==> config.mk <==
export PLATFORM = sky130hd
export DESIGN_NAME = ringController
export DESIGN_NICKNAME = d
export VERILOG_FILES = /design/src/hdl/ringPkg.sv /design/src/hdl/ringIngress.sv /design/src/hdl/f2cBuffer.sv /design/src/hdl/ringResponseArbiter.sv /design/src/hdl/ringController.sv
export SDC_FILE = /design/constraint.sdc
export NUM_CORES = 1
export LEC_CHECK = 0
export BUFFER_PORTS_ARGS = -buffer_cell sky130_fd_sc_hd__buf_2
export CORE_AREA = 2 2 192 241
export CTS_CLUSTER_DIAMETER = 80
export DETAILED_ROUTE_END_ITERATION = 8
export DIE_AREA = 0 0 194 243
export MAX_ROUTING_LAYER = met4
export PLACE_DENSITY = 0.85
export SLEW_MARGIN = 20
export SYNTH_ARGS = -nofsm -noshare
export SYNTH_HDL_FRONTEND = slang
export SYNTH_HIERARCHICAL = 1
export SYNTH_SLANG_ARGS = --single-unit
==> constraint.sdc <==
create_clock -name QClk -period 8.65 [get_ports QClk]
set_input_delay 1.73 -clock QClk [delete_from_list [all_inputs] [get_ports QClk]]
set_output_delay 1.73 -clock QClk [all_outputs]
set_load 0.01 [all_outputs]
==> src/hdl/ringPkg.sv <==
// Ring controller widths, opcode/state/select enums, ring and core message structs
package ringPkg;

    //==========================================================================
    // Sizes and widths
    //==========================================================================
    localparam int ENTRY_COUNT       = 4;  // F2C buffer depth
    localparam int ENTRY_INDEX_WIDTH = $clog2(ENTRY_COUNT);
    localparam int REQUESTOR_WIDTH   = 10;
    localparam int ADDRESS_WIDTH     = 32;
    localparam int DATA_WIDTH        = 32;

    // Target core lives in the top address byte
    localparam int CORE_ID_WIDTH = 8;
    localparam int CORE_ID_MSB   = 31;
    localparam int CORE_ID_LSB   = 24;

    localparam int VENTILATION_WIDTH = 2;
    localparam logic [VENTILATION_WIDTH-1:0] VENTILATION_LIMIT = 2'd3;  // F2C burst before bubble

    //==========================================================================
    // Enums
    //==========================================================================
    typedef enum logic [1:0] {
        RD       = 2'b00,
        RD_RSP   = 2'b01,
        WR       = 2'b10,
        WR_BCAST = 2'b11
    } opcodeT;

    // Per-entry F2C lifecycle
    typedef enum logic [2:0] {
        FREE       = 3'd0,
        WRITE      = 3'd1,
        READ       = 3'd2,
        READ_PRGRS = 3'd3,  // Read handed to core, awaiting data
        READ_RDY   = 3'd4   // Data back, waiting for the ring
    } entryStateT;

    typedef enum logic [1:0] {
        BUBBLE_OUT   = 2'd0,
        RING_INPUT   = 2'd1,
        F2C_RESPONSE = 2'd2
    } rspSelT;

    //==========================================================================
    // Message structs
    //==========================================================================
    typedef struct packed {
        logic                       valid;
        logic [REQUESTOR_WIDTH-1:0] requestor;
        opcodeT                     opcode;
        logic [ADDRESS_WIDTH-1:0]   address;
        logic [DATA_WIDTH-1:0]      data;
    } ringMsgT;

    typedef struct packed {
        logic                     valid;
        opcodeT                   opcode;
        logic [ADDRESS_WIDTH-1:0] address;
        logic [DATA_WIDTH-1:0]    data;
    } coreMsgT;

endpackage

==> src/hdl/ringIngress.sv <==
// Ring ingress: input registers, request classification, request output stage, response filter
`timescale 1ns/10ps

module ringIngress (
    input  logic                              QClk,
    input  logic                              reset,
    input  logic [ringPkg::CORE_ID_WIDTH-1:0] coreId,
    input  ringPkg::ringMsgT                  ringReqIn,
    input  ringPkg::ringMsgT                  ringRspIn,
    input  logic                              bufferFull,
    output ringPkg::ringMsgT                  allocReq,
    output ringPkg::ringMsgT                  rspIn,
    output ringPkg::ringMsgT                  ringReqOut
);

    ringPkg::ringMsgT reqQ;        // Request one cycle after the ring
    ringPkg::ringMsgT rspQ;        // Response one cycle after the ring
    ringPkg::ringMsgT reqOutNext;
    logic             reqIdMatch;
    logic             rspIdMatch;
    logic             isBroadcast;
    logic             forThisCore;
    logic             forwardReq;

    //==========================================================================
    // Ring input registers
    //==========================================================================
    always_ff @(posedge QClk) begin
        reqQ <= ringReqIn;
        rspQ <= ringRspIn;
        if (reset) begin
            reqQ.valid <= 1'b0;
            rspQ.valid <= 1'b0;
        end
    end

    //==========================================================================
    // Request classification
    //==========================================================================
    assign reqIdMatch  = (reqQ.address[ringPkg::CORE_ID_MSB:ringPkg::CORE_ID_LSB] == coreId);
    assign isBroadcast = (reqQ.opcode == ringPkg::WR_BCAST);

    // Responses on the request channel are never ours
    assign forThisCore = reqQ.valid && (reqQ.opcode != ringPkg::RD_RSP)
                         && (reqIdMatch || isBroadcast);

    // Full buffer pushes our own request one more lap
    assign forwardReq  = reqQ.valid && (!forThisCore || isBroadcast || bufferFull);

    assign rspIdMatch  = (rspQ.address[ringPkg::CORE_ID_MSB:ringPkg::CORE_ID_LSB] == coreId);

    always_comb begin
        allocReq         = reqQ;
        allocReq.valid   = forThisCore && !bufferFull;
        reqOutNext       = reqQ;
        reqOutNext.valid = forwardReq;
        rspIn            = rspQ;
        rspIn.valid      = rspQ.valid && !rspIdMatch;  // Consume responses for this core
    end

    //==========================================================================
    // Ring request output stage
    //==========================================================================
    always_ff @(posedge QClk) begin
        ringReqOut <= reqOutNext;
        if (reset) begin
            ringReqOut.valid <= 1'b0;
        end
    end

endmodule

==> src/hdl/f2cBuffer.sv <==
// F2C buffer: entry array, per-entry state machine, core request and response candidate select
`timescale 1ns/10ps

module f2cBuffer (
    input  logic              QClk,
    input  logic              reset,
    input  ringPkg::ringMsgT  allocReq,
    input  ringPkg::coreMsgT  coreRsp,
    input  logic              rspTaken,
    output logic              bufferFull,
    output ringPkg::coreMsgT  coreReq,
    output ringPkg::ringMsgT  rspCandidate
);

    ringPkg::entryStateT                   entryState     [ringPkg::ENTRY_COUNT];
    logic [ringPkg::REQUESTOR_WIDTH-1:0]   entryRequestor [ringPkg::ENTRY_COUNT];
    logic [ringPkg::ADDRESS_WIDTH-1:0]     entryAddress   [ringPkg::ENTRY_COUNT];
    logic [ringPkg::DATA_WIDTH-1:0]        entryData      [ringPkg::ENTRY_COUNT];

    logic [ringPkg::ENTRY_COUNT-1:0]       freeVec;
    logic [ringPkg::ENTRY_COUNT-1:0]       pendingVec;  // READ or WRITE, waiting for core
    logic [ringPkg::ENTRY_COUNT-1:0]       readyVec;
    logic [ringPkg::ENTRY_COUNT-1:0]       matchVec;
    logic [ringPkg::ENTRY_INDEX_WIDTH-1:0] allocIdx;
    logic [ringPkg::ENTRY_INDEX_WIDTH-1:0] coreIdx;
    logic [ringPkg::ENTRY_INDEX_WIDTH-1:0] rspIdx;
    logic [ringPkg::ENTRY_INDEX_WIDTH-1:0] matchIdx;
    logic [ringPkg::ENTRY_COUNT-1:0]       allocHit;
    logic [ringPkg::ENTRY_COUNT-1:0]       deliverHit;
    logic [ringPkg::ENTRY_COUNT-1:0]       matchHit;
    logic [ringPkg::ENTRY_COUNT-1:0]       takenHit;

    // Lowest set bit wins
    function automatic logic [ringPkg::ENTRY_INDEX_WIDTH-1:0] firstSet(
        input logic [ringPkg::ENTRY_COUNT-1:0] vec
    );
        logic [ringPkg::ENTRY_INDEX_WIDTH-1:0] index;
        index = '0;
        for (int i = ringPkg::ENTRY_COUNT - 1; i >= 0; i--) begin
            if (vec[i]) begin
                index = i[ringPkg::ENTRY_INDEX_WIDTH-1:0];
            end
        end
        return index;
    endfunction

    //==========================================================================
    // Entry scan and selection
    //==========================================================================
    always_comb begin : entryScan
        for (int i = 0; i < ringPkg::ENTRY_COUNT; i++) begin
            freeVec[i]    = (entryState[i] == ringPkg::FREE);
            pendingVec[i] = (entryState[i] == ringPkg::READ) || (entryState[i] == ringPkg::WRITE);
            readyVec[i]   = (entryState[i] == ringPkg::READ_RDY);
            // Read data returns by address match
            matchVec[i]   = coreRsp.valid && (coreRsp.opcode == ringPkg::RD_RSP)
                            && (entryState[i] == ringPkg::READ_PRGRS)
                            && (coreRsp.address == entryAddress[i]);
        end
    end

    assign allocIdx   = firstSet(freeVec);
    assign coreIdx    = firstSet(pendingVec);
    assign rspIdx     = firstSet(readyVec);
    assign matchIdx   = firstSet(matchVec);
    assign bufferFull = ~|freeVec;

    always_comb begin : entryHits
        for (int i = 0; i < ringPkg::ENTRY_COUNT; i++) begin
            allocHit[i]   = allocReq.valid && (allocIdx == i[ringPkg::ENTRY_INDEX_WIDTH-1:0]);
            deliverHit[i] = pendingVec[i] && (coreIdx == i[ringPkg::ENTRY_INDEX_WIDTH-1:0]);
            matchHit[i]   = matchVec[i] && (matchIdx == i[ringPkg::ENTRY_INDEX_WIDTH-1:0]);
            takenHit[i]   = rspTaken && readyVec[i]
                            && (rspIdx == i[ringPkg::ENTRY_INDEX_WIDTH-1:0]);
        end
    end

    //==========================================================================
    // Per-entry state machine
    //==========================================================================
    always_ff @(posedge QClk) begin
        for (int i = 0; i < ringPkg::ENTRY_COUNT; i++) begin
            if (reset) begin
                entryState[i] <= ringPkg::FREE;
            end else begin
                case (entryState[i])
                    ringPkg::FREE: if (allocHit[i]) begin
                        entryState[i] <= (allocReq.opcode == ringPkg::RD) ? ringPkg::READ
                                                                          : ringPkg::WRITE;
                    end
                    ringPkg::WRITE: if (deliverHit[i]) begin
                        entryState[i] <= ringPkg::FREE;  // Write done once core sees it
                    end
                    ringPkg::READ: if (deliverHit[i]) begin
                        entryState[i] <= ringPkg::READ_PRGRS;
                    end
                    ringPkg::READ_PRGRS: if (matchHit[i]) begin
                        entryState[i] <= ringPkg::READ_RDY;
                    end
                    ringPkg::READ_RDY: if (takenHit[i]) begin
                        entryState[i] <= ringPkg::FREE;
                    end
                    default: entryState[i] <= ringPkg::FREE;
                endcase
            end
        end
    end

    // Entry payload and captured read data
    always_ff @(posedge QClk) begin
        for (int i = 0; i < ringPkg::ENTRY_COUNT; i++) begin
            if (allocHit[i]) begin
                entryRequestor[i] <= allocReq.requestor;
                entryAddress[i]   <= allocReq.address;
                entryData[i]      <= allocReq.data;
            end else if (matchHit[i]) begin
                entryData[i]      <= coreRsp.data;
            end
        end
    end

    //==========================================================================
    // Core request and ring response candidate
    //==========================================================================
    always_comb begin
        coreReq.valid   = |pendingVec;
        coreReq.opcode  = (entryState[coreIdx] == ringPkg::READ) ? ringPkg::RD : ringPkg::WR;
        coreReq.address = entryAddress[coreIdx];
        coreReq.data    = entryData[coreIdx];

        rspCandidate.valid     = |readyVec;
        rspCandidate.requestor = entryRequestor[rspIdx];
        rspCandidate.opcode    = ringPkg::RD_RSP;
        rspCandidate.address   = entryAddress[rspIdx];
        rspCandidate.data      = entryData[rspIdx];
    end

endmodule

==> src/hdl/ringResponseArbiter.sv <==
// Ring response arbiter: output select, ventilation counter, response output register
`timescale 1ns/10ps

module ringResponseArbiter (
    input  logic             QClk,
    input  logic             reset,
    input  ringPkg::ringMsgT rspIn,
    input  ringPkg::ringMsgT rspCandidate,
    output logic             rspTaken,
    output ringPkg::ringMsgT ringRspOut
);

    ringPkg::rspSelT                       rspSel;
    ringPkg::ringMsgT                      rspNext;
    logic [ringPkg::VENTILATION_WIDTH-1:0] ventCount;  // Back-to-back F2C responses
    logic                                  needVent;

    //==========================================================================
    // Output select
    //==========================================================================
    assign needVent = (ventCount == ringPkg::VENTILATION_LIMIT);

    // Passing ring traffic always wins
    always_comb begin
        if (rspIn.valid) begin
            rspSel = ringPkg::RING_INPUT;
        end else if (needVent) begin
            rspSel = ringPkg::BUBBLE_OUT;
        end else if (rspCandidate.valid) begin
            rspSel = ringPkg::F2C_RESPONSE;
        end else begin
            rspSel = ringPkg::BUBBLE_OUT;
        end
    end

    assign rspTaken = (rspSel == ringPkg::F2C_RESPONSE);

    always_comb begin
        case (rspSel)
            ringPkg::RING_INPUT:   rspNext = rspIn;
            ringPkg::F2C_RESPONSE: rspNext = rspCandidate;
            default:               rspNext = '0;  // Bubble
        endcase
    end

    //==========================================================================
    // Ventilation counter
    //==========================================================================
    always_ff @(posedge QClk) begin
        if (reset) begin
            ventCount <= '0;
        end else begin
            case (rspSel)
                ringPkg::F2C_RESPONSE: ventCount <= ventCount + 1'b1;
                ringPkg::BUBBLE_OUT:   ventCount <= '0;
                default:               ventCount <= ventCount;  // Ring traffic holds count
            endcase
        end
    end

    //==========================================================================
    // Response output register
    //==========================================================================
    always_ff @(posedge QClk) begin
        ringRspOut <= rspNext;
        if (reset) begin
            ringRspOut.valid <= 1'b0;
        end
    end

endmodule

==> src/hdl/ringController.sv <==
// Ring controller top level: ingress, F2C buffer and response arbiter
`timescale 1ns/10ps

module ringController (
    input  logic                              QClk,
    input  logic                              reset,
    input  logic [ringPkg::CORE_ID_WIDTH-1:0] coreId,
    input  ringPkg::ringMsgT                  ringReqIn,
    input  ringPkg::ringMsgT                  ringRspIn,
    input  ringPkg::coreMsgT                  coreRsp,
    output ringPkg::ringMsgT                  ringReqOut,
    output ringPkg::ringMsgT                  ringRspOut,
    output ringPkg::coreMsgT                  coreReq
);

    ringPkg::ringMsgT allocReq;      // Accepted request for this core
    ringPkg::ringMsgT rspIn;         // Foreign ring response
    ringPkg::ringMsgT rspCandidate;  // Ready F2C read response
    logic             bufferFull;
    logic             rspTaken;

    ringIngress ringIngress_inst (
        .QClk       (QClk),
        .reset      (reset),
        .coreId     (coreId),
        .ringReqIn  (ringReqIn),
        .ringRspIn  (ringRspIn),
        .bufferFull (bufferFull),
        .allocReq   (allocReq),
        .rspIn      (rspIn),
        .ringReqOut (ringReqOut)
    );

    f2cBuffer f2cBuffer_inst (
        .QClk         (QClk),
        .reset        (reset),
        .allocReq     (allocReq),
        .coreRsp      (coreRsp),
        .rspTaken     (rspTaken),
        .bufferFull   (bufferFull),
        .coreReq      (coreReq),
        .rspCandidate (rspCandidate)
    );

    ringResponseArbiter ringResponseArbiter_inst (
        .QClk         (QClk),
        .reset        (reset),
        .rspIn        (rspIn),
        .rspCandidate (rspCandidate),
        .rspTaken     (rspTaken),
        .ringRspOut   (ringRspOut)
    );

endmodule

==> out/results.ini <==
[clocking]
clkLatencyLatePin_ns = 0.62
clock_tree.root_cell = clkbuf_16
clockBufferDepth = 3
numCtsBuffers = 58
cts_post_setup_buffers_inserted = 0
cts-hold-fix-buffers = 0
maximum_level_of_the_cts_h_tree = 2
tritoncts = done
numClockSinks = 618
post_cts_resized = 0
clkSlewWorstSetupHoldPaths_ns = 0.06

[floorplan]
initial_core_util_pct = 55.62
core-area_sq_mm = 0.04485
die_outline_area_sq_mm = 0.04714
die_h_um = 243
i_o_pin_total = 452
fp.dieW_um = 194
std_cell_rows = 87

[sta]
final.min_clock_period_ns = 5.799
max_freq_mhz = 172.5
total_of_endpoints_with_negative_setup_slack_in_the_final_report = 0
fin_tns_setup_ns = 0
rsz0062_at_grt = no
final.period_utilization_pct = 67.04
finalClockSkew_ns = 0.01483
worst_slew_pin_slew_ns = 1.141
maxSlewHeadroom_pct = 23.89
number_of_endpoints_with_negative_hold_slack_in_the_final_report = 0
slew_viol_final = 0

[critical_path]
timing.critical_path.arrival_ns = 4.07
timing.critical_path.from_type = flip-flop
timing.critical_path.fanout_max = 52
crit_path_end_kind = output port
r2r_slack_ns = 3.82
worst-endpoint-required_ns = 6.92
criticalPathCategory = reg -> out

[global_routing]
antenna_violations_before_repair = 14
grt_use_total_pct = 30.54
overflow = 0
vias_in_the_first_global_route = 18030
wire_length_of_the_first_global_routing_pass_mm = 106.3
largest_net_degree_at_the_start_of_global_routing = 110

[finish]
post_route_cells_drive_above_1_share_pct = 30.91
finish.instance_area_sq_mm = 0.02865
ff_latch_area_sq_mm = 0.01545
layoutNonFillerInstCount = 2918
area_of_combinational_cells_with_multiple_inputs_sq_mm = 0.007976
syn_to_final_growth_pct = 14.87
fin_nets = 2508
fillerInstances = 3300

[power_and_ir_drop]
peakVddDrop_mv = 0.2789
static_leakage_nw = 11.52
powerDensity_mw_per_mm2 = 342.1

[synthesis]
yosys-top-cells-area = edfxtp_1, dfxtp_1, mux2_2, buf_4, nand2_1
post_synth_num_cell_types = 55
share_of_the_yosys_chip_area_belonging_to_registers_pct = 61.96
synthCells = 2007
synth_seq_cells = 618
yosysWarnings = 6
synth-edff-count = 308
synthDominantCellAreaShare_pct = 37.08
yosys.cell_count.top_type = dfxtp_1
dominantRegCellSynth = dfxtp_1
ys_top_cells_by_count = dfxtp_1, edfxtp_1, nand2_1, buf_4, mux2_2
avgSynthCellArea_sq_um = 12.43
synth_area_sq_mm = 0.02494
yosys_top_cell_by_area = edfxtp_1
async_flop_share_pct = 0

[place]
dpl-instance-area_sq_mm = 0.02655
gp_congestion = 0.9507
place_inst = 2793
dp.final_hpwl_mm = 47.03
placement.io_buffers = 450

[route]
firstDrtPassIters = 9
dr.first_iter.drc_count = 1701
routed_len_inst_um = 24.70
via_count = 17290
detail_route.vias_per_cell = 5.925
route.antenna.remaining_nets = 0
post-route-drc-count = 5
routed_wl_mm = 72.06

[run_status]
outcome = finished with violations
failed_checks = DRC

[hold_path]
min-delay-path-class = reg -> reg

[flow_run]
max_cap_violations = 0

[layer usage]
layer	share of wire, %	global-route usage, %	vias up
li1	-	-	7709
met1	35	33.53	8375
met3	8.4	5.864	208
met4	5.2	17.36	0
met5	0	-	-
met2	51	51.95	998
[worst max-delay path: stages (launching register included)]
cell	delay (ns)
edfxtp_1	0.53
xnor2_1	0.49
o22ai_1	0.33
nor3_4	0.64
buf_4	0.73
a22oi_1	0.15
o21ai_0	0.30
buf_2	0.24
[sequential cells by signal (all words and copies together), names as in the netlist, 2 cells and up]
| name | count |
|---|---|
| ringIngress_inst/ringReqOut | 77 |
| f2cBuffer_inst/entryData | 128 |
| ringResponseArbiter_inst/ringRspOut | 77 |
| ringIngress_inst/rspIn | 76 |
| f2cBuffer_inst/entryAddress | 128 |
| ringResponseArbiter_inst/ventCount | 2 |
| f2cBuffer_inst/entryRequestor | 40 |
| f2cBuffer_inst/entryState | 12 |
| ringIngress_inst/allocReq | 76 |
[layout make-up]
class	instances	share of cell area [%]
sequential	618	53.94
multi-input combinational	1126	27.84
timing repair buffer	469	8.428
clock buffer	87	6.375
tap	578	2.524
clock inverter	23	0.7380
antenna	14	0.1223
inverter	3	0.03930
[kinds of logic (layout without fill, tap and decap cells)]
logic type | count (synthesis) | after routing | share of synthesized area, %
fa+ha+maj | 2 | 2 | 0.09028
compound gates | 311 | 311 | 8.552
flops | 618 | 618 | 61.96
xor+xnor | 148 | 148 | 5.197
buf+inv | 264 | 582 | 6.596
simple gates | 469 | 469 | 9.054
other cells | 2 | 17 | 0.03011
mux | 193 | 193 | 8.522
[metrics by stage]
| step | hold slack [ns] | util (%) | setup slack [ns] | power [mW] |
|---|---|---|---|---|
| after CTS | 0.3989 | 63.74 | 2.918 | 9.811 |
| final | 0.4000 | 63.89 | 2.851 | 9.804 |
| after floorplan | 0.3319 | - | 0.8261 | 5.662 |
| after detailed placement | 0.3789 | 59.20 | 2.684 | 7.158 |
| after global routing | 0.4103 | 63.89 | 2.712 | 10.20 |
| after global placement | 0.3777 | 59.20 | 2.878 | 7.094 |
[layout by cell type (no fill, tap or decap), types with 6 or more instances in the layout]
cell type  count
clkinv_2       8
or3_1          6
dfxtp_1      310
nand2_1      248
xor2_1       107
nand2b_1      79
buf_4         18
nand3_1        9
edfxtp_1     308
a22oi_1       65
clkbuf_16     68
o21ai_1       77
mux2_4         9
mux2i_1       65
diode_2       14
o21ai_0       66
nor2_1        24
nand4_1       19
mux2_2       119
nor3_1        12
nor4_1        36
clkbuf_1      13
xnor2_1       41
inv_4          6
a21oi_1       12
buf_2        450
nor2b_1        7
a222oi_1      74
[where the power goes]
part	internal, mW	switching, mW
sequential	3.39	0.169
combinational	1.23	2.38
clock	1.53	1.11
total	6.15	3.65
[worst paths after layout]
path	start	end	depth (start not counted)
hold / removal	ringIngress_inst/allocReq[17]$_DFF_P_	ringIngress_inst/ringReqOut[17]$_DFF_P_	0
setup / recovery	f2cBuffer_inst/entryState[0][0]$_SDFFCE_PP0P_	coreReq[32]	7
hold reg to reg	ringIngress_inst/allocReq[17]$_DFF_P_	ringIngress_inst/ringReqOut[17]$_DFF_P_	0
setup reg to reg	f2cBuffer_inst/entryState[1][2]$_SDFFCE_PP0P_	f2cBuffer_inst/entryState[2][1]$_SDFFCE_PP0P_	12
Power figures use the tool's default switching activity.
